**config.mk**
```make
export PLATFORM = sky130hd
export DESIGN_NAME = rv32_mem
export DESIGN_NICKNAME = d
export VERILOG_FILES = /design/src/rv32_pkg.sv /design/src/rv32_branch_unit.sv /design/src/rv32_store_align.sv /design/src/rv32_load_extract.sv /design/src/rv32_mem.sv
export VERILOG_INCLUDE_DIRS = /design/src
export SDC_FILE = /design/constraint.sdc
export NUM_CORES = 1
export LEC_CHECK = 0
export BUFFER_PORTS_ARGS = -buffer_cell sky130_fd_sc_hd__buf_2
export CELL_PAD_IN_SITES_DETAIL_PLACEMENT = 1
export CELL_PAD_IN_SITES_GLOBAL_PLACEMENT = 1
export CORE_UTILIZATION = 28
export DETAILED_ROUTE_END_ITERATION = 10
export PLACE_DENSITY = 0.86
export SYNTH_ARGS = -nofsm -noshare
export SYNTH_HDL_FRONTEND = slang
export SYNTH_HIERARCHICAL = 1
export SYNTH_SLANG_ARGS = --single-unit
export TNS_END_PERCENT = 30
```
**constraint.sdc**
```tcl
create_clock -name clk -period 3.4 [get_ports clk]
set_input_delay 0.34 -clock clk [delete_from_list [all_inputs] [get_ports clk]]
set_output_delay 0.34 -clock clk [all_outputs]
set_load 0.01 [all_outputs]
```
**src/rv32_defines.svh**
```systemverilog
`ifndef RV32_DEFINES_SVH
`define RV32_DEFINES_SVH

// memory access width codes, code 3 is illegal
`define RV32_MEM_WIDTH_WORD 2'd0
`define RV32_MEM_WIDTH_HALF 2'd1
`define RV32_MEM_WIDTH_BYTE 2'd2

// branch condition, evaluated against the alu zero flag
`define RV32_BRANCH_OP_NEVER    2'd0
`define RV32_BRANCH_OP_ZERO     2'd1
`define RV32_BRANCH_OP_NON_ZERO 2'd2
`define RV32_BRANCH_OP_ALWAYS   2'd3

// data ram geometry
`define RV32_DRAM_WORDS     256
`define RV32_DRAM_ADDR_BITS 8  // word index width

`endif

```
**src/rv32_pkg.sv**
```systemverilog
`default_nettype none

package rv32_pkg;

    // one memory word, seen either as byte lanes or as halves
    typedef union packed {
        logic [3:0][7:0]  bytes;   // indexed by address bits 1:0
        logic [1:0][15:0] halves;  // indexed by address bit 1
    } mem_word_u;

endpackage

`default_nettype wire

```
**src/rv32_branch_unit.sv**
```systemverilog
`timescale 1ns/1ps
`default_nettype none

`include "rv32_defines.svh"

module rv32_branch_unit (
    input  logic       predicted_taken,
    input  logic       alu_non_zero,
    input  logic [1:0] op,
    output logic       mispredicted
);

    logic taken;

    always_comb begin
        case (op)
            `RV32_BRANCH_OP_NEVER:    taken = 1'b0;
            `RV32_BRANCH_OP_ZERO:     taken = !alu_non_zero;
            `RV32_BRANCH_OP_NON_ZERO: taken = alu_non_zero;
            `RV32_BRANCH_OP_ALWAYS:   taken = 1'b1;
            default:                  taken = 1'b0;
        endcase
    end

    assign mispredicted = taken != predicted_taken;  // raw, not yet qualified

endmodule

`default_nettype wire

```
**src/rv32_store_align.sv**
```systemverilog
`timescale 1ns/1ps
`default_nettype none

`include "rv32_defines.svh"

module rv32_store_align (
    input  logic [1:0]          address_low,
    input  logic [1:0]          width,
    input  logic [31:0]         store_value,
    output rv32_pkg::mem_word_u lane_value,
    output logic [3:0]          byte_mask
);

    always_comb begin
        lane_value = store_value;
        byte_mask = 4'b0000;
        case (width)
            `RV32_MEM_WIDTH_WORD: begin
                byte_mask = 4'b1111;
            end
            `RV32_MEM_WIDTH_HALF: begin
                lane_value.halves = {2{store_value[15:0]}};  // both halves carry it
                byte_mask = address_low[1] ? 4'b1100 : 4'b0011;
            end
            `RV32_MEM_WIDTH_BYTE: begin
                lane_value.bytes = {4{store_value[7:0]}};
                byte_mask = 4'b0001 << address_low;
            end
            default: begin
                byte_mask = 4'b0000;  // illegal code writes nothing
            end
        endcase
    end

    // only meaningful while a store is presented, the stage parks width at word otherwise
    always_comb begin
        a_half_aligned: assert final (!(width == `RV32_MEM_WIDTH_HALF && address_low[0]))
            else $error("store_align: halfword store at odd address");
        a_width_legal: assert final (width != 2'd3)
            else $error("store_align: illegal width code");
    end

endmodule

`default_nettype wire

```
**src/rv32_load_extract.sv**
```systemverilog
`timescale 1ns/1ps
`default_nettype none

`include "rv32_defines.svh"

module rv32_load_extract (
    input  logic [1:0]          address_low,
    input  logic [1:0]          width,
    input  logic                zero_extend,
    input  rv32_pkg::mem_word_u read_word,
    output logic [31:0]         load_value
);

    logic [15:0] sel_half;
    logic [7:0]  sel_byte;
    logic        fill;  // bit copied into the upper part

    assign sel_half = read_word.halves[address_low[1]];
    assign sel_byte = read_word.bytes[address_low];

    always_comb begin
        fill = 1'b0;
        case (width)
            `RV32_MEM_WIDTH_HALF: begin
                fill = !zero_extend && sel_half[15];
                load_value = {{16{fill}}, sel_half};
            end
            `RV32_MEM_WIDTH_BYTE: begin
                fill = !zero_extend && sel_byte[7];
                load_value = {{24{fill}}, sel_byte};
            end
            default: begin
                load_value = read_word;  // word loads pass through
            end
        endcase
    end

    always_comb begin
        a_half_aligned: assert final (!(width == `RV32_MEM_WIDTH_HALF && address_low[0]))
            else $error("load_extract: halfword load at odd address");
    end

endmodule

`default_nettype wire

```
**src/rv32_mem.sv**
```systemverilog
`timescale 1ns/1ps
`default_nettype none

`include "rv32_defines.svh"

module rv32_mem (
    input  logic                clk,
    input  logic                reset_,
    input  logic                stall,
    input  logic                flush,
    input  logic                valid,
    input  logic                branch_predicted_taken,
    input  logic                alu_non_zero,
    input  logic                read,
    input  logic                write,
    input  logic [1:0]          width,
    input  logic                zero_extend,
    input  logic [1:0]          branch_op,
    input  logic [4:0]          rd,
    input  logic                rd_write,
    input  logic [31:0]         result,
    input  logic [31:0]         rs2_value,
    input  logic [31:0]         branch_pc,
    input  rv32_pkg::mem_word_u data_read_value,
    output logic                branch_mispredicted,
    output logic [31:0]         redirect_pc,
    output logic                data_read,
    output logic                data_write,
    output logic [3:0]          data_write_mask,
    output logic [31:0]         data_address,
    output rv32_pkg::mem_word_u data_write_value,
    output logic                wb_valid,
    output logic [4:0]          wb_rd,
    output logic                wb_rd_write,
    output logic [31:0]         wb_rd_value
);

    logic        raw_mispredict;
    logic        mem_go;  // instruction actually leaves the stage this cycle
    logic [1:0]  store_width;
    logic [1:0]  load_width;
    logic [3:0]  lane_mask;
    logic [31:0] load_value;

    rv32_branch_unit branch_unit_inst (
        .predicted_taken (branch_predicted_taken),
        .alu_non_zero    (alu_non_zero),
        .op              (branch_op),
        .mispredicted    (raw_mispredict)
    );

    assign branch_mispredicted = valid && !flush && raw_mispredict;
    assign redirect_pc = branch_pc;

    assign mem_go = valid && !stall && !flush;
    assign data_read = mem_go && read;
    assign data_write = mem_go && write;
    assign data_address = result;

    // width only matters while the matching access is requested
    assign store_width = write ? width : `RV32_MEM_WIDTH_WORD;
    assign load_width = read ? width : `RV32_MEM_WIDTH_WORD;

    rv32_store_align store_align_inst (
        .address_low (result[1:0]),
        .width       (store_width),
        .store_value (rs2_value),
        .lane_value  (data_write_value),
        .byte_mask   (lane_mask)
    );

    assign data_write_mask = data_write ? lane_mask : 4'b0000;

    rv32_load_extract load_extract_inst (
        .address_low (result[1:0]),
        .width       (load_width),
        .zero_extend (zero_extend),
        .read_word   (data_read_value),
        .load_value  (load_value)
    );

    always_ff @(posedge clk) begin
        if (!reset_) begin
            wb_valid <= 1'b0;
            wb_rd <= 5'd0;
            wb_rd_write <= 1'b0;
            wb_rd_value <= 32'd0;
        end else if (!stall) begin  // stall holds the register
            wb_valid <= valid && !flush;
            wb_rd <= rd;
            wb_rd_write <= rd_write && !flush;
            wb_rd_value <= read ? load_value : result;
        end
    end

    a_no_read_write: assert property (@(posedge clk) disable iff (!reset_)
        !(read && write))
        else $error("rv32_mem: read and write high together");

endmodule

`default_nettype wire

```
==> results.txt, run 1 <==
The flow ran to the end, and the final reports show no timing, DRC or antenna violations. The number of iterations in the first detailed-routing pass came out at 4. The remaining antenna violation count after routing is 0. The worst path needs between 2 and 2.5 ns of the cycle, external delays included. The total negative setup slack came out at 0 ns. In this run the critical register-to-register path is launched from wb_rd_value[18]. The routed layout has between 3000 and 4000 vias.

The count of warnings emitted by yosys is 6. A synthesized cell averages 8.640 µm². The total length of routed wires came out at 13150 µm.

The number of different library cells used by synthesis comes to 42. The final worst clock skew is 0 ns. The die height came out at approximately 120 µm. The biggest fanout along the worst timing path is 34. The worst setup margin came out at 1.097 ns. The maximum level of the CTS H-tree is 2. In this run the worst setup path begins at write. The total nets after synthesis came out at 597. The maximum frequency from static timing analysis is around 430 MHz.

The final setup violation count came out at 0. The later-pin clock latency in the skew report came out at roughly 0.28 ns. The placement row count came out at 42. The detailed-route DRC error count came out at 0.

The half-perimeter wire length after placement came out at between 10000 and 15000 µm. The peak supply drop is 0.1543 mV. The worst setup path is launched from an input pin. The worst register-to-register path ends at wb_rd_value[18]. The number of hold buffers added after CTS was 0.

The summed instance area of the synthesized netlist is ~0.0038 mm². The worst reg-to-reg path cell count came out at 2. STA classifies the critical path endpoint as a primary output.

The areal power density over the cells came out at 339.0 mW/mm². The number of instances on the worst hold path came out at 3. STA puts the critical path data required time at 3.06 ns.

The initial utilization of the core area, before any placement, comes to 0.2872. The sequential area share after synthesis came out at 0.2045. The total global routing overflow is 0.

The critical path is of the input pin to primary output type. The relative area change from synthesis to final layout is 20.02%. The share of async-settable or async-resettable flops after synthesis is 0. The leakage power figure is 2.639 nW. The placed standard-cell area came out at 0.004432 mm². Leaving out fill and tap cells, the most frequent cells in the layout are 225 x sky130_fd_sc_hd__buf_2, 44 x sky130_fd_sc_hd__nand2_1, 39 x sky130_fd_sc_hd__dfxtp_1. The first routing iteration left 147 violations. The total global-route track usage is 0.1823. The largest buffer count on any clock path came out at 2. The class of the tightest hold or removal check is input pin to flip-flop.

The pin count of the biggest net entering global routing is 44. TritonCTS built the clock tree. Measured along the x axis, the die boundary spans 118.8 µm. The actual slew at the worst max-slew pin is ~0.74 ns. The layout net count came out at 728. The count of boundary I/O pins came out at 290. The total power is 1.554 mW. The number of enable flip-flop cells after synthesis came out at 0.

The commonest non-fill, non-tap cell in the layout is sky130_fd_sc_hd__buf_2. The number of max-capacitance violations reported came out at 0. The last weighted congestion value of the routability-driven placer is 0.7807.

For hold timing, the worst endpoint is wb_rd[1]. After detailed routing, the number of vias per cell comes to 4.864. Timing analysis after detailed placement gives a worst setup slack of 0.8928 ns. The root buffer cell chosen for the clock tree is sky130_fd_sc_hd__clkbuf_16. The finished layout cell area is 0.004583 mm².

Setup repair after global routing left no endpoint under its margin. The most used flip-flop cell after synthesis is sky130_fd_sc_hd__dfxtp_1. The worst max-slew margin expressed relative to the limit is 0.5087.

The cell count after synthesis came out at 442. Clock-pin slew was measured on the worst setup and hold paths at 0.06 ns. The via count of the first global-routing pass came out at 3662.

The startpoint identified for the worst hold timing path is rd[1]. Once the clock tree was built, the resizer swapped 0 gates to a different size. The TritonCTS sink count is 39.

In the final layout, the share of cells above drive strength 1 is 0.4939. The count of final max-slew check failures was 0. The worst-case register-to-register setup slack came out at between 2 and 3 ns.

The number of antenna violations at the first check in global routing is 4. In this run the tool buffered the top-level ports with ~230 buffer cells. The post-synthesis register bit count is 39. The die area is 0.01411 mm². In the finished design, the share of the clock period the worst path needs comes to 0.6772. Post-CTS timing repair inserted 0 buffers for setup. The hold violation count in the final report is 0. The wire length of the first global-routing pass came out at 19980 µm. The number of clock buffers inserted by TritonCTS came out at 5. The average wire per cell in the routed design came out at 17.49 µm. The placeable core area came out at 0.01330 mm². The arrival time at the worst endpoint is 1.96 ns.
==> cell usage after synthesis, types with 2 or more instances <==
cell,count,area (µm²)
sky130_fd_sc_hd__buf_6,7,78.83
sky130_fd_sc_hd__a21o_1,3,22.52
sky130_fd_sc_hd__mux2_4,28,420.4
sky130_fd_sc_hd__ha_1,7,87.58
sky130_fd_sc_hd__buf_4,75,563.0
sky130_fd_sc_hd__dfxtp_1,39,780.8
sky130_fd_sc_hd__or3b_1,2,17.52
sky130_fd_sc_hd__and2_1,9,56.30
sky130_fd_sc_hd__inv_1,13,48.80
sky130_fd_sc_hd__a22oi_1,8,60.06
sky130_fd_sc_hd__a32oi_1,7,61.31
sky130_fd_sc_hd__mux2i_1,6,60.06
sky130_fd_sc_hd__nor2_1,10,37.54
sky130_fd_sc_hd__o211a_1,32,320.3
sky130_fd_sc_hd__a21oi_1,26,130.1
sky130_fd_sc_hd__nand2_1,44,165.2
sky130_fd_sc_hd__o2bb2ai_1,7,61.31
sky130_fd_sc_hd__a211oi_1,2,15.01
sky130_fd_sc_hd__buf_2,12,60.06
sky130_fd_sc_hd__clkbuf_1,11,41.29
sky130_fd_sc_hd__nor2b_1,15,93.84
sky130_fd_sc_hd__o22ai_1,8,50.05
sky130_fd_sc_hd__mux2_2,12,135.1
sky130_fd_sc_hd__a22o_1,8,70.07
sky130_fd_sc_hd__nand2b_1,34,212.7
==> sequential cells by signal (all words and copies together) (netlist names) <==
signal and flops:
wb_rd_write 1, wb_rd_value 32, wb_valid 1, wb_rd 5
==> final cells by class <==
type                    instances  area [µm²]
fillers                      1680        8712
multi-input cells             283        2211
repair buffers                231        1171
flip-flops and latches         39       780.7
well taps                     176       220.2
clock buffers                   6       138.9
inverters                      13       48.80
diodes                          3       7.507
clock inverters                 1       5.005
==> worst max-delay path, cell delays in order <==
cell                       delay [ns]
sky130_fd_sc_hd__buf_2           0.11
sky130_fd_sc_hd__and2_1          0.19
sky130_fd_sc_hd__inv_1           0.08
sky130_fd_sc_hd__ha_1            0.27
sky130_fd_sc_hd__buf_4           0.29
sky130_fd_sc_hd__nand2b_1        0.28
sky130_fd_sc_hd__a22o_1          0.25
sky130_fd_sc_hd__buf_2           0.14
==> metal layers <==
| layer | wire length, µm | part of all wire | GRT usage |
|---|---|---|---|
| met1 | 4991 | 0.38 | 0.2014 |
| met2 | 6914 | 0.53 | 0.3399 |
| met3 | 917 | 0.070 | 0.03764 |
| met4 | 315 | 0.024 | 0.06646 |
| met5 | 13 | 0.00099 | 0 |
==> logic make-up (layout without fill, tap and decap cells) <==
family                   after synthesis  in the layout  synth area share
AO/OA/AOI/OAI                        107            107            0.2218
XOR/XNOR                               1              1          0.002294
adder cells (fa/ha/maj)                7              7           0.02293
buffers and inverters                120            251            0.2166
flip-flops                            39             39            0.2045
multiplexers                          47             47            0.1642
other                                  0              3                 0
AND/OR/NAND/NOR                      121            121            0.1678
==> per-stage QoR <==
stage / std cells / hold slack [ns] / util
floorplan: 442 / 0.4819 / -
global placement: 742 / 0.4501 / 0.3333
detailed placement: 742 / 0.4605 / 0.3333
CTS: 749 / 0.3265 / 0.3442
global route: 752 / 0.3342 / 0.3447
finish: 752 / 0.3275 / 0.3447
==> worst max path at each step <==
stage	endpoint	slack [ns]	depth (start not counted)
after floorplan	wb_rd_value[7]	0.96	12
after global placement	wb_rd_value[7]	0.96	9
after detailed placement	wb_rd_value[7]	0.89	9
after CTS	data_write_value[9]	1.08	8
after global routing	data_write_value[9]	0.94	8
final	data_write_value[9]	1.10	8
==> power by group <==
group	leakage (nW)	internal (mW)	switching, mW
clock network	0.0727	0.286	0.179
logic	2.24	0.281	0.301
registers	0.324	0.491	0.0150
No activity file was read; power rests on OpenSTA's default activity.
==> run 2, diff against run 1 <==
- CORE_UTILIZATION: 28 -> 25
- PLACE_DENSITY: 0.86 -> 0.81
- clock period: 3.4 -> 1.9 ns (I/O delays scaled with it)
==> run 2 against run 1 <==
  * The run now ends with design-rule violations left
  * Flip-flop and latch count unchanged
  * Via count is 1.2% higher
  * Global-route usage is 1.2 points lower
  * Core utilization down 1.1 points
  * Clock power increased by 110%
  * Sequential power is 79% higher
  * Clock-buffer cell count decreased by 1
  * First-iteration DRC count shrank 39%
  * Critical path depth grew 1
  * Power grew 96%
  * Register-to-register slack got worse by 1.5 ns
  * Design area is 6.9% higher
  * Critical endpoint is now data_write_value[15]
  * Largest cell class unchanged
  * Highest routed layer unchanged
==> results.txt, run 2 (synthesized netlist as in run 1, its figures left out) <==
The final reports fail on design-rule violations. The hold violation count in the final report came out at 0. The count of cells in the finished layout, fillers not included, comes to approximately 800.

In the final layout, the share of cells above drive strength 1 is 0.5302. The count of boundary I/O pins came out at 290. Entering global routing, the biggest net connects 50 pins. The first global-routing pass estimated 20800 µm of wire.

In the global route stage, overall resource usage came out at 0.1703. The arrival time at the worst endpoint came out at 1.61 ns. The top cell types in the final layout, fill and taps aside, are 225 x sky130_fd_sc_hd__buf_2, 44 x sky130_fd_sc_hd__nand2_1, 39 x sky130_fd_sc_hd__dfxtp_1. The final cycle utilization of the critical path came out at 0.9458. After detailed routing, the number of remaining DRC violations is 23. The later-pin clock latency in the skew report came out at 0.29 ns. The tree is rooted in a sky130_fd_sc_hd__clkbuf_16. The slowest cell on the critical path is sky130_fd_sc_hd__ha_1. The largest registers in the layout are wb_rd_value (32), wb_rd (5). The initial cell density of the core is 0.2598. The class of the tightest hold or removal check is input pin to flip-flop.

The placed standard-cell area is roughly 0.0047 mm². The relative area change from synthesis to final layout is 28.28%. The CTS tree is done. Detailed placement finished with a half-perimeter wire length of 11450 µm. By instance count, the cell type seen most on the critical path is sky130_fd_sc_hd__buf_2.

In this run the horizontal extent of the chip is around 130 µm. The count of routing violations after the opening detailed-route iteration came out at 89. The sequential cells in the finished layout cover a total of 780.7 µm². The average wire per cell in the routed design came out at 17.60 µm. The leakage power figure is around 2.8 nW. The finished layout cell area is 0.004898 mm². The flip-flop count of the largest register after layout is 32. The placeable core area is about 0.015 mm².

The peak per-stage delay on the critical path is 0.24 ns. The routed layout has 3701 vias. The minimum clock period after layout came out at 1.797 ns.

Power spread over the standard cell area amounts to 620.3 mW/mm². The number of clock buffers inserted by TritonCTS is 5. The final worst clock skew is 0 ns. Setup total negative slack on the finished layout was measured at 0 ns.

The number of buffers added to fix hold violations after cts came out at 0. The actual slew at the worst max-slew pin is 0.5401 ns. The worst setup path is launched from an input pin. The total power came out at between 3 and 4 mW.

The number of max-capacitance violations reported is 0. For the worst setup path, the data required time is around 1.7 ns. The setup path with the least slack is of type input pin to primary output. The via count of the first global-routing pass is ~3800. The library cell used most frequently in the layout, excluding fill and tap cells, is sky130_fd_sc_hd__buf_2.

Static timing analysis puts the maximum clock frequency at 556.5 MHz. The count of final max-slew check failures came out at 0. The number of filler cells placed in the layout came out at roughly 1800. The largest buffer count on any clock path came out at 2. The number of vias per cell after detailed routing came out at roughly 4.7. The count of nets left with antenna violations once routing finished came out at 0. The total global routing overflow is 0. The critical path goes through buf_2 > buf_4 > and2_1 > inv_2 > ha_1 > buf_12 > and2_4 > a22o_1 > buf_2. The peak supply drop came out at between 0.3 and 0.4 mV. During placement, the flow inserted port buffers numbering roughly 230. The layout net count came out at 750.

The maximum level of the CTS H-tree is 2. Wires add up to 13750 µm. Headroom to the max-slew limit came out at 0.6399.

The die covers 0.01577 mm². Setup repair after global routing left no endpoint under its margin. The biggest fanout along the worst timing path is 10. The flow ran to the end, but the final reports show violations.

The multi-input combinational cells in the finished layout cover a total of 0.002261 mm². The number of antenna violations at the first check in global routing is 2. Clock-pin slew was measured on the worst setup and hold paths at 0.07 ns.

The placement row count is 44. Counting flops per register, the top entry is wb_rd_value. The TritonCTS sink count is 39. The last weighted congestion value of the routability-driven placer is 0.8128. The die height came out at 125.6 µm. The final setup violation count is 0. STA classifies the critical path endpoint as a primary output. On the final layout, the worst hold slack is between 0.15 and 0.2 ns. The number of iterations in the first detailed-routing pass came out at 8. Counting tap cells, the placed design contains a total of 772 instances.
-- run 2: through the flow --
stage / setup WS [ns] / utilization
global route: 0.01348 / 0.3332
floorplan: -0.2521 / -
global placement: -0.1315 / 0.3199
finish: 0.1029 / 0.3332
CTS: -0.01439 / 0.3314
detailed placement: -0.1944 / 0.3199
-- run 2: metal layers --
metal | vias to the layer above | share of wire | global-route usage | routed length (µm)
li1 | 1771 | - | - | -
met1 | 1725 | 0.38 | 0.1744 | 5163
met2 | 180 | 0.54 | 0.3402 | 7453
met3 | 23 | 0.064 | 0.03166 | 879
met4 | 2 | 0.017 | 0.05811 | 236
met5 | - | 0.00095 | 0 | 13
-- run 2: worst paths after layout --
| kind | from | endpoint | slack (ns) | cells past startpoint |
|---|---|---|---|---|
| worst min-delay path | rd[0] | wb_rd[0] | 0.15 | 3 |
| worst max register to register | wb_rd_value[4] | wb_rd_value[4] | 1.17 | 2 |
| worst min register to register | wb_valid | wb_valid | 0.47 | 2 |
| worst max-delay path | width[0] | data_write_value[15] | 0.10 | 9 |
-- run 2: critical path, delay by kind of cell --
kind	cells	cell delay, ns
AO/OA/AOI/OAI	1	0.24
adder cells (fa/ha/maj)	1	0.24
buffers and inverters	5	0.57
AND/OR/NAND/NOR	2	0.37
-- run 2: area by class of cell --
| type | instances | share of cell area |
|---|---|---|
| tap | 184 | 0.04700 |
| multi-input combinational | 283 | 0.4616 |
| clock buffer | 5 | 0.02554 |
| inverter | 13 | 0.009962 |
| timing repair buffer | 253 | 0.2871 |
| antenna | 1 | 0.0005109 |
| sequential | 39 | 0.1594 |
| clock inverter | 3 | 0.008940 |
-- run 2: report_power, final --
group          internal (mW)  leakage, nW  total [mW]  switching [mW]
clock network          0.620       0.0838       0.998           0.378
logic                  0.574         2.38        1.13           0.561
registers              0.879        0.324       0.905          0.0265
-- run 2: what timing repair did --
item                       CTS  global route
buffers inserted             0             0
gates cloned                 0             0
setup endpoints to repair    2            22
gates resized for setup      0             7
